==> src/hw/bus_pkg.sv <==
package bus_pkg;

	localparam int ADDR_W = 16;
	localparam int DATA_W = 8;

	// register page and offsets inside it
	localparam logic [7:0] IO_PAGE = 8'hff;
	localparam logic [7:0] SB_OFS  = 8'h01; // transfer data
	localparam logic [7:0] SC_OFS  = 8'h02; // transfer control

	localparam logic [ADDR_W-1:0] REG_SB = {IO_PAGE, SB_OFS};
	localparam logic [ADDR_W-1:0] REG_SC = {IO_PAGE, SC_OFS};

	// value returned for any address outside the port
	localparam logic [DATA_W-1:0] OPEN_BUS = 8'hff;

	typedef enum logic {
		op_read,
		op_write
	} bus_op_e;

endpackage

==> src/hw/link_pkg.sv <==
package link_pkg;

	// transfer sequencing of the shift engine
	typedef enum logic [1:0] {
		st_idle,
		st_shift,
		st_done
	} xfer_state_e;

	// bit positions inside SC
	localparam int SC_START  = 7; // transfer start / busy
	localparam int SC_CLKSEL = 0; // 1 = internal clock

	localparam int BITS_PER_XFER = 8; // one byte per transfer

endpackage

==> src/hw/cpu_bus_port.sv <==
`timescale 1ns/1ps

module cpu_bus_port (
	input  logic                       clk,
	input  logic                       rst,
	input  logic                       bus_req,
	input  bus_pkg::bus_op_e           bus_op,
	input  logic [bus_pkg::ADDR_W-1:0] bus_addr,
	input  logic [bus_pkg::DATA_W-1:0] bus_wdata,
	output logic                       bus_ack,
	output logic [7:0]                 bus_rdata,
	input  logic [7:0]                 sb_q,
	input  logic                       start_q,
	input  logic                       clksel_q,
	output logic                       sb_wr,
	output logic                       sc_wr,
	output logic [7:0]                 wdata
);
	import bus_pkg::*;
	import link_pkg::*;

	typedef enum logic [1:0] {
		bp_idle,
		bp_access,
		bp_ack
	} bp_state_e;

	bp_state_e  state;
	logic       hit_sb;
	logic       hit_sc;
	logic [7:0] sc_rd;
	logic [7:0] rd_mux;

	assign hit_sb = bus_addr == REG_SB;
	assign hit_sc = bus_addr == REG_SC;

	always_comb begin
		sc_rd             = 8'hff; // unused bits read high
		sc_rd[SC_START]  = start_q;
		sc_rd[SC_CLKSEL] = clksel_q;
	end

	always_comb begin
		if (hit_sb)
			rd_mux = sb_q;
		else if (hit_sc)
			rd_mux = sc_rd;
		else
			rd_mux = OPEN_BUS;
	end

	assign bus_ack = state == bp_ack;

	always_ff @(posedge clk) begin
		if (rst) begin
			state <= bp_idle;
			sb_wr <= 1'b0;
			sc_wr <= 1'b0;
		end else begin
			sb_wr <= 1'b0; // strobes last one cycle
			sc_wr <= 1'b0;
			case (state)
				bp_idle: begin
					if (bus_req) begin
						state <= bp_access;
						sb_wr <= (bus_op == op_write) && hit_sb;
						sc_wr <= (bus_op == op_write) && hit_sc;
					end
				end
				bp_access: state <= bp_ack; // read value captured here
				bp_ack: begin
					if (!bus_req)
						state <= bp_idle;
				end
				default: state <= bp_idle;
			endcase
		end
	end

	always_ff @(posedge clk) begin
		if (state == bp_idle && bus_req)
			wdata <= bus_wdata;
		if (state == bp_access)
			bus_rdata <= rd_mux; // held through the ack phase
	end

endmodule

==> src/hw/serial_clock_gen.sv <==
`timescale 1ns/1ps

module serial_clock_gen #(
	parameter int DIV_RATIO = 16
) (
	input  logic clk,
	input  logic rst,
	input  logic run,
	input  logic clksel_q,
	input  logic sck_in,
	output logic shift_tick,
	output logic sck_out,
	output logic sck_dir
);
	localparam int CNT_W = (DIV_RATIO > 1) ? $clog2(DIV_RATIO) : 1;

	logic [CNT_W-1:0] div_cnt;
	logic             int_run;
	logic             int_tick;
	logic             ext_tick;
	logic             sck_meta;
	logic             sck_sync;
	logic             sck_prev;

	assign int_run  = run && clksel_q;
	assign int_tick = int_run && (div_cnt == CNT_W'(DIV_RATIO - 1)); // end of bit period

	always_ff @(posedge clk) begin
		if (rst)
			div_cnt <= '0;
		else if (!int_run || int_tick)
			div_cnt <= '0; // restart at each bit boundary
		else
			div_cnt <= div_cnt + 1'b1;
	end

	// external clock pin crosses into clk here
	always_ff @(posedge clk) begin
		if (rst) begin
			sck_meta <= 1'b0;
			sck_sync <= 1'b0;
			sck_prev <= 1'b0;
		end else begin
			sck_meta <= sck_in;
			sck_sync <= sck_meta;
			sck_prev <= sck_sync;
		end
	end

	assign ext_tick   = run && !clksel_q && sck_sync && !sck_prev; // rising edge
	assign shift_tick = int_tick || ext_tick;
	assign sck_out    = !(int_run && (div_cnt < CNT_W'(DIV_RATIO / 2))); // low first half
	assign sck_dir    = clksel_q; // drive the pin only as master

endmodule

==> src/hw/shift_engine.sv <==
`timescale 1ns/1ps

module shift_engine (
	input  logic       clk,
	input  logic       rst,
	input  logic       sb_wr,
	input  logic       sc_wr,
	input  logic [7:0] wdata,
	input  logic       shift_tick,
	input  logic       sin_in,
	output logic [7:0] sb_q,
	output logic       start_q,
	output logic       clksel_q,
	output logic       run,
	output logic       ser_out,
	output logic       xfer_done
);
	import link_pkg::*;

	localparam int CNT_W = $clog2(BITS_PER_XFER);

	xfer_state_e      state;
	logic [CNT_W-1:0] bit_cnt;
	logic             last_bit;
	logic             go;

	assign go       = sc_wr && wdata[SC_START];
	assign last_bit = bit_cnt == CNT_W'(BITS_PER_XFER - 1);

	always_ff @(posedge clk) begin
		if (rst) begin
			state   <= st_idle;
			bit_cnt <= '0;
		end else begin
			case (state)
				st_idle, st_done: begin
					if (go) begin
						state   <= st_shift;
						bit_cnt <= '0;
					end else begin
						state <= st_idle; // st_done lasts one cycle
					end
				end
				st_shift: begin
					if (sc_wr && !wdata[SC_START]) begin
						state <= st_idle; // start bit cleared by cpu aborts
					end else if (shift_tick) begin
						bit_cnt <= bit_cnt + 1'b1;
						if (last_bit)
							state <= st_done;
					end
				end
				default: state <= st_idle;
			endcase
		end
	end

	always_ff @(posedge clk) begin
		if (rst) begin
			sb_q     <= 8'h00;
			clksel_q <= 1'b0;
		end else begin
			if (sc_wr)
				clksel_q <= wdata[SC_CLKSEL];
			if (state == st_shift) begin
				if (shift_tick)
					sb_q <= {sb_q[6:0], sin_in}; // msb out, new bit in at lsb
			end else if (sb_wr) begin
				sb_q <= wdata; // cpu writes dropped while shifting
			end
		end
	end

	assign run       = state == st_shift;
	assign start_q   = state == st_shift; // busy flag seen in SC
	assign xfer_done = state == st_done;
	assign ser_out   = run ? sb_q[7] : 1'b1; // line idles high

endmodule

==> src/hw/irq_handshake.sv <==
`timescale 1ns/1ps

module irq_handshake (
	input  logic clk,
	input  logic rst,
	input  logic xfer_done,
	input  logic irq_ack,
	output logic int_serial
);
	typedef enum logic [1:0] {
		irq_idle,
		irq_req,
		irq_wait_low
	} irq_state_e;

	irq_state_e state;
	logic       pending;

	always_ff @(posedge clk) begin
		if (rst) begin
			state   <= irq_idle;
			pending <= 1'b0;
		end else begin
			case (state)
				irq_idle: begin
					if (xfer_done || pending) begin
						state   <= irq_req;
						pending <= 1'b0;
					end
				end
				irq_req: begin
					if (xfer_done)
						pending <= 1'b1; // further dones merge here
					if (irq_ack)
						state <= irq_wait_low;
				end
				irq_wait_low: begin
					if (xfer_done)
						pending <= 1'b1;
					if (!irq_ack)
						state <= irq_idle; // handshake closed
				end
				default: state <= irq_idle;
			endcase
		end
	end

	assign int_serial = state == irq_req;

endmodule

==> src/hw/serial_link_top.sv <==
`timescale 1ns/1ps

module serial_link_top #(
	parameter int DIV_RATIO = 16
) (
	input  logic                       clk,
	input  logic                       rst,
	input  logic                       bus_req,
	input  bus_pkg::bus_op_e           bus_op,
	input  logic [bus_pkg::ADDR_W-1:0] bus_addr,
	input  logic [bus_pkg::DATA_W-1:0] bus_wdata,
	output logic                       bus_ack,
	output logic [7:0]                 bus_rdata,
	input  logic                       sin_in,
	input  logic                       sck_in,
	output logic                       ser_out,
	output logic                       sck_out,
	output logic                       sck_dir,
	input  logic                       irq_ack,
	output logic                       int_serial
);
	logic       sb_wr;
	logic       sc_wr;
	logic [7:0] wdata;
	logic [7:0] sb_q;
	logic       start_q;
	logic       clksel_q;
	logic       run;
	logic       shift_tick;
	logic       xfer_done;

	cpu_bus_port i_cpu_bus_port (
		.clk       (clk),
		.rst       (rst),
		.bus_req   (bus_req),
		.bus_op    (bus_op),
		.bus_addr  (bus_addr),
		.bus_wdata (bus_wdata),
		.bus_ack   (bus_ack),
		.bus_rdata (bus_rdata),
		.sb_q      (sb_q),
		.start_q   (start_q),
		.clksel_q  (clksel_q),
		.sb_wr     (sb_wr),
		.sc_wr     (sc_wr),
		.wdata     (wdata)
	);

	serial_clock_gen #(
		.DIV_RATIO (DIV_RATIO)
	) i_serial_clock_gen (
		.clk        (clk),
		.rst        (rst),
		.run        (run),
		.clksel_q   (clksel_q),
		.sck_in     (sck_in),
		.shift_tick (shift_tick),
		.sck_out    (sck_out),
		.sck_dir    (sck_dir)
	);

	shift_engine i_shift_engine (
		.clk        (clk),
		.rst        (rst),
		.sb_wr      (sb_wr),
		.sc_wr      (sc_wr),
		.wdata      (wdata),
		.shift_tick (shift_tick),
		.sin_in     (sin_in),
		.sb_q       (sb_q),
		.start_q    (start_q),
		.clksel_q   (clksel_q),
		.run        (run),
		.ser_out    (ser_out),
		.xfer_done  (xfer_done)
	);

	irq_handshake i_irq_handshake (
		.clk        (clk),
		.rst        (rst),
		.xfer_done  (xfer_done),
		.irq_ack    (irq_ack),
		.int_serial (int_serial)
	);

endmodule

==> config.mk <==
export PLATFORM = sky130hd
export DESIGN_NAME = serial_link_top
export DESIGN_NICKNAME = d
export VERILOG_FILES = /design/src/hw/bus_pkg.sv /design/src/hw/link_pkg.sv /design/src/hw/cpu_bus_port.sv /design/src/hw/serial_clock_gen.sv /design/src/hw/shift_engine.sv /design/src/hw/irq_handshake.sv /design/src/hw/serial_link_top.sv
export SDC_FILE = /design/constraint.sdc
export NUM_CORES = 1
export LEC_CHECK = 0
export BUFFER_PORTS_ARGS = -buffer_cell sky130_fd_sc_hd__buf_2
export CAP_MARGIN = 0
export CORE_MARGIN = 4
export CORE_UTILIZATION = 53
export DETAILED_ROUTE_END_ITERATION = 16
export GPL_ROUTABILITY_DRIVEN = 0
export PLACE_DENSITY = 0.75
export SKIP_LAST_GASP = 1
export SYNTH_ARGS = -nofsm -noshare
export SYNTH_HDL_FRONTEND = slang
export SYNTH_HIERARCHICAL = 1
export SYNTH_SLANG_ARGS = --single-unit
==> constraint.sdc <==
create_clock -name clk -period 2.3 [get_ports clk]
set_input_delay 0 -clock clk [delete_from_list [all_inputs] [get_ports clk]]
set_output_delay 0 -clock clk [all_outputs]
set_load 0.01 [all_outputs]
# Word level (Yosys, flattened, before mapping)
# Index checks and enable logic that the tools add are counted.
totals:
  register_bits: 44
  inputBits: 31
  output_inout_bits: 13
  elab_cells: 101
classes:
  addsub: 2
  n_lt_le_gt_ge: 1
  n_eq_ne: 21
  muxes: 25
  bitwise_logic: 2
  n_reduce_logical: 35
ops:
  columns: ["op", "count"]
  rows:
  - ["8-bit 2-to-1 mux", 5]
  - ["16-bit equality test (second input constant)", 2]
  - ["2-bit 2-to-1 mux", 8]
  - ["2-bit one-hot mux with 3 select lines", 2]
  - ["1-bit logical AND", 11]
  - ["2-bit inequality test (second input constant)", 5]
  - ["3-bit 2-to-1 mux", 3]
  - ["2-bit by 1-bit inequality test with 1-bit output (second input constant)", 4]
  - ["2-bit by 1-bit equality test with 1-bit output (second input constant)", 3]
  - ["2-bit equality test (second input constant)", 3]
  - ["2-bit zero test", 3]
  - ["3-bit by 1-bit inequality test with 1-bit output (second input constant)", 2]
  - ["3-bit one-hot mux with 2 select lines", 1]
  - ["2-bit AND reduction", 3]
  - ["3-bit AND reduction", 2]
  - ["2-bit nonzero test", 3]
  - ["2-bit OR reduction", 3]
  - ["1-bit zero test", 5]
  - ["4-bit by 1-bit adder with 4-bit output (second input constant)", 1]
  - ["4-bit equality test (second input constant)", 1]
  - ["4-bit < comparator (second input constant)", 1]
  - ["1-bit 2-to-1 mux", 4]
  - ["2-bit one-hot mux with 2 select lines", 1]
  - ["4-bit AND reduction", 1]
  - ["6 further kinds", 9]

# Depth between registers and ports, before layout
logic_depth:
  ltp_word: 8
  depth_mapped: 7
  mapped_depth_nobuf: 6

# Modules after synthesis
# Netlist, hierarchy kept.
by_module_without_submodules:
  columns: ["mod", "instances", "cells_each", "area_each_um2", "seq_area_each_um2"]
  rows:
  - ["shift_engine", 1, 78, 804.5, 280.3]
  - ["cpu_bus_port", 1, 52, 772.0, 560.5]
  - ["serial_clock_gen", 1, 26, 265.3, 140.1]
  - ["irq_handshake", 1, 21, 200.2, 60.1]

# Least setup slack after synthesis
# Ideal clock, no wire load.
synth_timing:
  kind: "reg2reg"
  from: "register i_shift_engine.state[1]"
  to: "register i_shift_engine.bit_cnt[0]"
  setup_ps: 123
  arrival_time_ps: 1804
  required_ps: 2177
  slack_ps: 372
  path_stages_with_launch: 8
  path_buffers: 1
  synth_period_minus_slack_ps: 1928
  cell_sequence: "dfxtp_1 buf_6 nand2b_4 inv_1 a21boi_1 and3b_4 a2bb2oi_4 mux2_1"
synth_between:
  elab_chain_cells: 7
  elab_cells_between_ends: 16
  cone_classes: "eq/ne: 5; mux: 1; reduce/logical: 10"
synth_lines:
  columns: ["item", "line_no", "source"]
  rows:
  - ["start: declaration", "shift_engine.sv:22", "xfer_state_e state;"]
  - ["start signal: assignment", "shift_engine.sv:32", "state <= st_idle;"]
  - ["start signal: assignment", "shift_engine.sv:38", "state <= st_shift;"]
  - ["start signal: assignment", "shift_engine.sv:41", "state <= st_idle;"]
  - ["2-bit by 1-bit equality test with 1-bit output *", "shift_engine.sv:74", "assign run = state == st_shift;"]
  - ["via run", "serial_link_top.sv:28", "logic run;"]
  - ["1-bit logical AND (3 in series)", "serial_clock_gen.sv:50", "assign ext_tick = run && !clksel_q && sck_sync && !sck_prev;"]
  - ["1-bit logical OR *", "serial_clock_gen.sv:51", "assign shift_tick = int_tick || ext_tick;"]
  - ["via shift_tick", "serial_link_top.sv:29", "logic shift_tick;"]
  - ["2-bit by 1-bit inequality test with 1-bit output (no source line) *", null, null]
  - ["4-bit AND reduction (no source line) *", null, null]
  - ["end signal: assignment", "shift_engine.sv:48", "bit_cnt <= bit_cnt + 1'b1;"]
  - ["end: declaration", "shift_engine.sv:23", "logic [CNT_W-1:0] bit_cnt;"]
# Mark *: on every way through the listed nets, which the timed path passes. The rest lies on a longest branch.
# A chain may end at the register's enable or synchronous reset.

# Worst setup path in the final report
layout_timing:
  from: "register i_shift_engine.state[0]"
  to: "register i_shift_engine.bit_cnt[0]"
# The elaborated chain is that of the path after synthesis.

==> results.json <==
{
  "final_layout_size_suffix_gt1_share_pct": 28.4,
  "cts_tree": "done",
  "use_met1_pct": 20.1,
  "reg2reg_setup_slack_ps": 240,
  "critPathLaunchType": "flop",
  "netlist_area_sq_mm": 0.00204,
  "io_pins": 44,
  "yosys_warnings": 6,
  "final.setup.tns_ps": 0,
  "status": "finished clean",
  "rsz0062_at_grt": "no",
  "final_area_sq_mm": 0.00245,
  "cts_max_level": 2,
  "cts_resized": 0,
  "syn2layout_area_growth_pct": 20.2,
  "synth_cell_types": 43,
  "start_util_pct": 55.4,
  "antenna_found_initial": 0,
  "routed_wl_um": 4040,
  "path_clk_slew_ps": 80,
  "leakage_nw": 0.971,
  "min_period_over_period_pct": 89.5,
  "crit_fanout": 12,
  "grt-busiest-layer": "met2",
  "grt-ovfl-total": 0,
  "power.density_mw_per_mm2": 585,
  "maxCapViolCount": 0,
  "cts.path.max_buffers": 2,
  "crit_start": "i_shift_engine/state[0]",
  "ys_seq_area_share_pct": 51.0,
  "synth.avg_cell_area_sq_um": 11.5,
  "n_antenna_cell": 0,
  "routed_via_density": 5.35,
  "slew_viol_final": 0,
  "reg2regPathDepth": 6,
  "r2r_start": "i_shift_engine/state[0]",
  "grt_use_met2_pct": 29.8,
  "finalCriticalPeriod_ps": 2060,
  "synth-edff-count": 16,
  "netlist_top_cells_area": "dfxtp_1, edfxtp_1, nand2b_1, and4bb_2, ha_1",
  "worst_slew_pin_slew_ps": 759,
  "insertion_delay_ps": 300,
  "die_w_um": 70.1,
  "port_buffers": 43,
  "die_area_sq_mm": 0.00491,
  "cts.sinks": 44,
  "clockRootBuffer": "clkbuf_8",
  "crit_type": "reg2reg",
  "die_y_um": 70.1,
  "hold_end": "i_cpu_bus_port/state[0]",
  "hold_path.class": "in2reg",
  "relSlewSlack_pct": 49.3,
  "hold_path_depth": 2,
  "ant_nets": 0,
  "synthArstFlopShare_pct": 0,
  "fin_skew_ps": 6.54,
  "critical_path_required_ps": 2480,
  "vdd_drop_max_mv": 0.460,
  "critPathCaptureType": "flop",
  "grt_pass1_wl_um": 6780,
  "synth-main-ff-cell": "dfxtp_1",
  "grt_max_degree": 30,
  "max_freq_ghz": 0.486,
  "synthesis.nets": 215,
  "cp.arrival_ps": 2240,
  "rows": 22,
  "dp_hpwl_um": 2930,
  "regToRegEndpoint": "i_shift_engine/bit_cnt[0]",
  "core_area_sq_mm": 0.00369,
  "setup_viol": 0,
  "hold_violations": 0,
  "drc": 0,
  "min_from": "bus_req",
  "fin_nets": 269,
  "synthDominantCellAreaShare_pct": 27.5,
  "synth_largest_area_cell": "dfxtp_1",
  "grt.total_usage_pct": 17.5,
  "syn_inst": 177,
  "drtPass1Iterations": 4,
  "first_global_vias": 1481,
  "cts_made_buffers": 5,
  "initialDrtViolationCount": 34,
  "ys_ff_latch": 44,
  "post_dp_cell_area_sq_mm": 0.00227,
  "routedWlPerCell_um": 14.4,
  "routed-via-count": 1499,
  "use_met3_pct": 5.76
}
## how the worst max path moves through the flow
stage | end | slack [ps] | depth (start not counted)
6_report | i_shift_engine/bit_cnt[0] | 240 | 6
5_1_grt | i_shift_engine/bit_cnt[0] | 130 | 6
3_3_place_gp | i_shift_engine/bit_cnt[0] | 410 | 6
4_1_cts | i_shift_engine/bit_cnt[0] | 270 | 6
3_5_place_dp | i_shift_engine/bit_cnt[0] | 290 | 6
2_1_floorplan | i_shift_engine/bit_cnt[0] | 370 | 7
## registers in the layout (all words and copies together), names as in the netlist, 2 cells and up
register	cells
i_cpu_bus_port/wdata	8
i_shift_engine/sb_q	8
i_irq_handshake/state	2
i_cpu_bus_port/bus_rdata	8
i_cpu_bus_port/state	2
i_shift_engine/bit_cnt	3
i_serial_clock_gen/div_cnt	4
i_shift_engine/state	2
## metal layers
layer	up-vias	wire length (um)	share of wire, %
li1	752	-	-
met1	693	1690	42
met2	48	2000	50
met3	6	290	7.2
met4	0	62	1.5
met5	-	0	0
## where the power goes
| part | total [W] | internal (W) | switching [W] | leakage [nW] |
|---|---|---|---|---|
| logic | 0.000141 | 0.0000696 | 0.0000709 | 0.559 |
| registers | 0.000839 | 0.000829 | 0.00000992 | 0.366 |
| clock network | 0.000457 | 0.000206 | 0.000251 | 0.0453 |
| total | 0.00144 | 0.00110 | 0.000332 | 0.971 |
## layout by cell type (no fill, tap or decap), types with 2 or more instances in the layout
cell type and n:
a21oi_1 3, a311oi_1 8, and4bb_2 7, buf_2 43, clkbuf_8 5, clkinv_2 2
dfxtp_1 28, dlygate4sd3_1 10, edfxtp_1 16, ha_1 7, inv_1 13, mux2i_1 6
nand2_1 3, nand2b_1 15, nand3_1 3, nand3b_1 2, nand4_1 4, nor2_1 7
nor2b_1 10, nor3_1 6, nor4_1 2, o21a_1 8, o22ai_1 2
## cells by family (layout without fill, tap and decap cells)
family	count (synthesis)	count (layout)	synth area share (%)
adders and majority gates	7	7	4.29
AOI/OAI and AO/OA	27	27	11.0
xor gates and xnor gates	2	2	0.858
buffers and inverters	20	75	4.96
muxes	7	7	3.49
and+or+nand+nor	70	70	24.4
DFF	44	44	51.0
## critical path, cell delays in order, from the launching register on
cell       delay [ps]
dfxtp_1           560
nand2b_4          160
inv_1             210
a21boi_1          240
and3b_4           240
a2bb2oi_4         200
mux2_1            340
## repair_timing
item,4_1_cts,5_1_grt
buffers inserted,0,0
hold buffers,10,0
endpoints found under the hold margin,11,0
## layout make-up
class,count,area (sq um)
clock buffers,5,68.8
clock inverters,3,13.8
fillers,306,1230
inverters,13,48.8
multi-input cells,113,900
flip-flops and latches,44,1040
well taps,48,60.1
repair buffers,54,323
## synth_stat cells, drive strengths merged, types with 3 or more instances
cell	n
inv	13
nand4	4
a21oi	3
ha	7
nor3	6
dfxtp	28
a311oi	8
nand2b	16
nand2	3
mux2i	6
nand3	3
edfxtp	16
o21a	8
and4bb	8
nor4	3
nor2	7
nor2b	10
buf	6
## through the flow
| step | power [W] | util [%] | std cells | hold slack, ps | setup WS [ps] |
|---|---|---|---|---|---|
| final | 0.00144 | 66.6 | 280 | 8.13 | 241 |
| after global routing | 0.00151 | 66.6 | 280 | 6.29 | 127 |
| after CTS | 0.00145 | 66.6 | 280 | 0.110 | 266 |
| after detailed placement | 0.000985 | 61.6 | 262 | 179 | 289 |
| after global placement | 0.000978 | 61.6 | 262 | 176 | 407 |
| after floorplan | 0.000929 | - | 177 | 69.1 | 372 |
No activity file was read; power rests on OpenSTA's default activity.
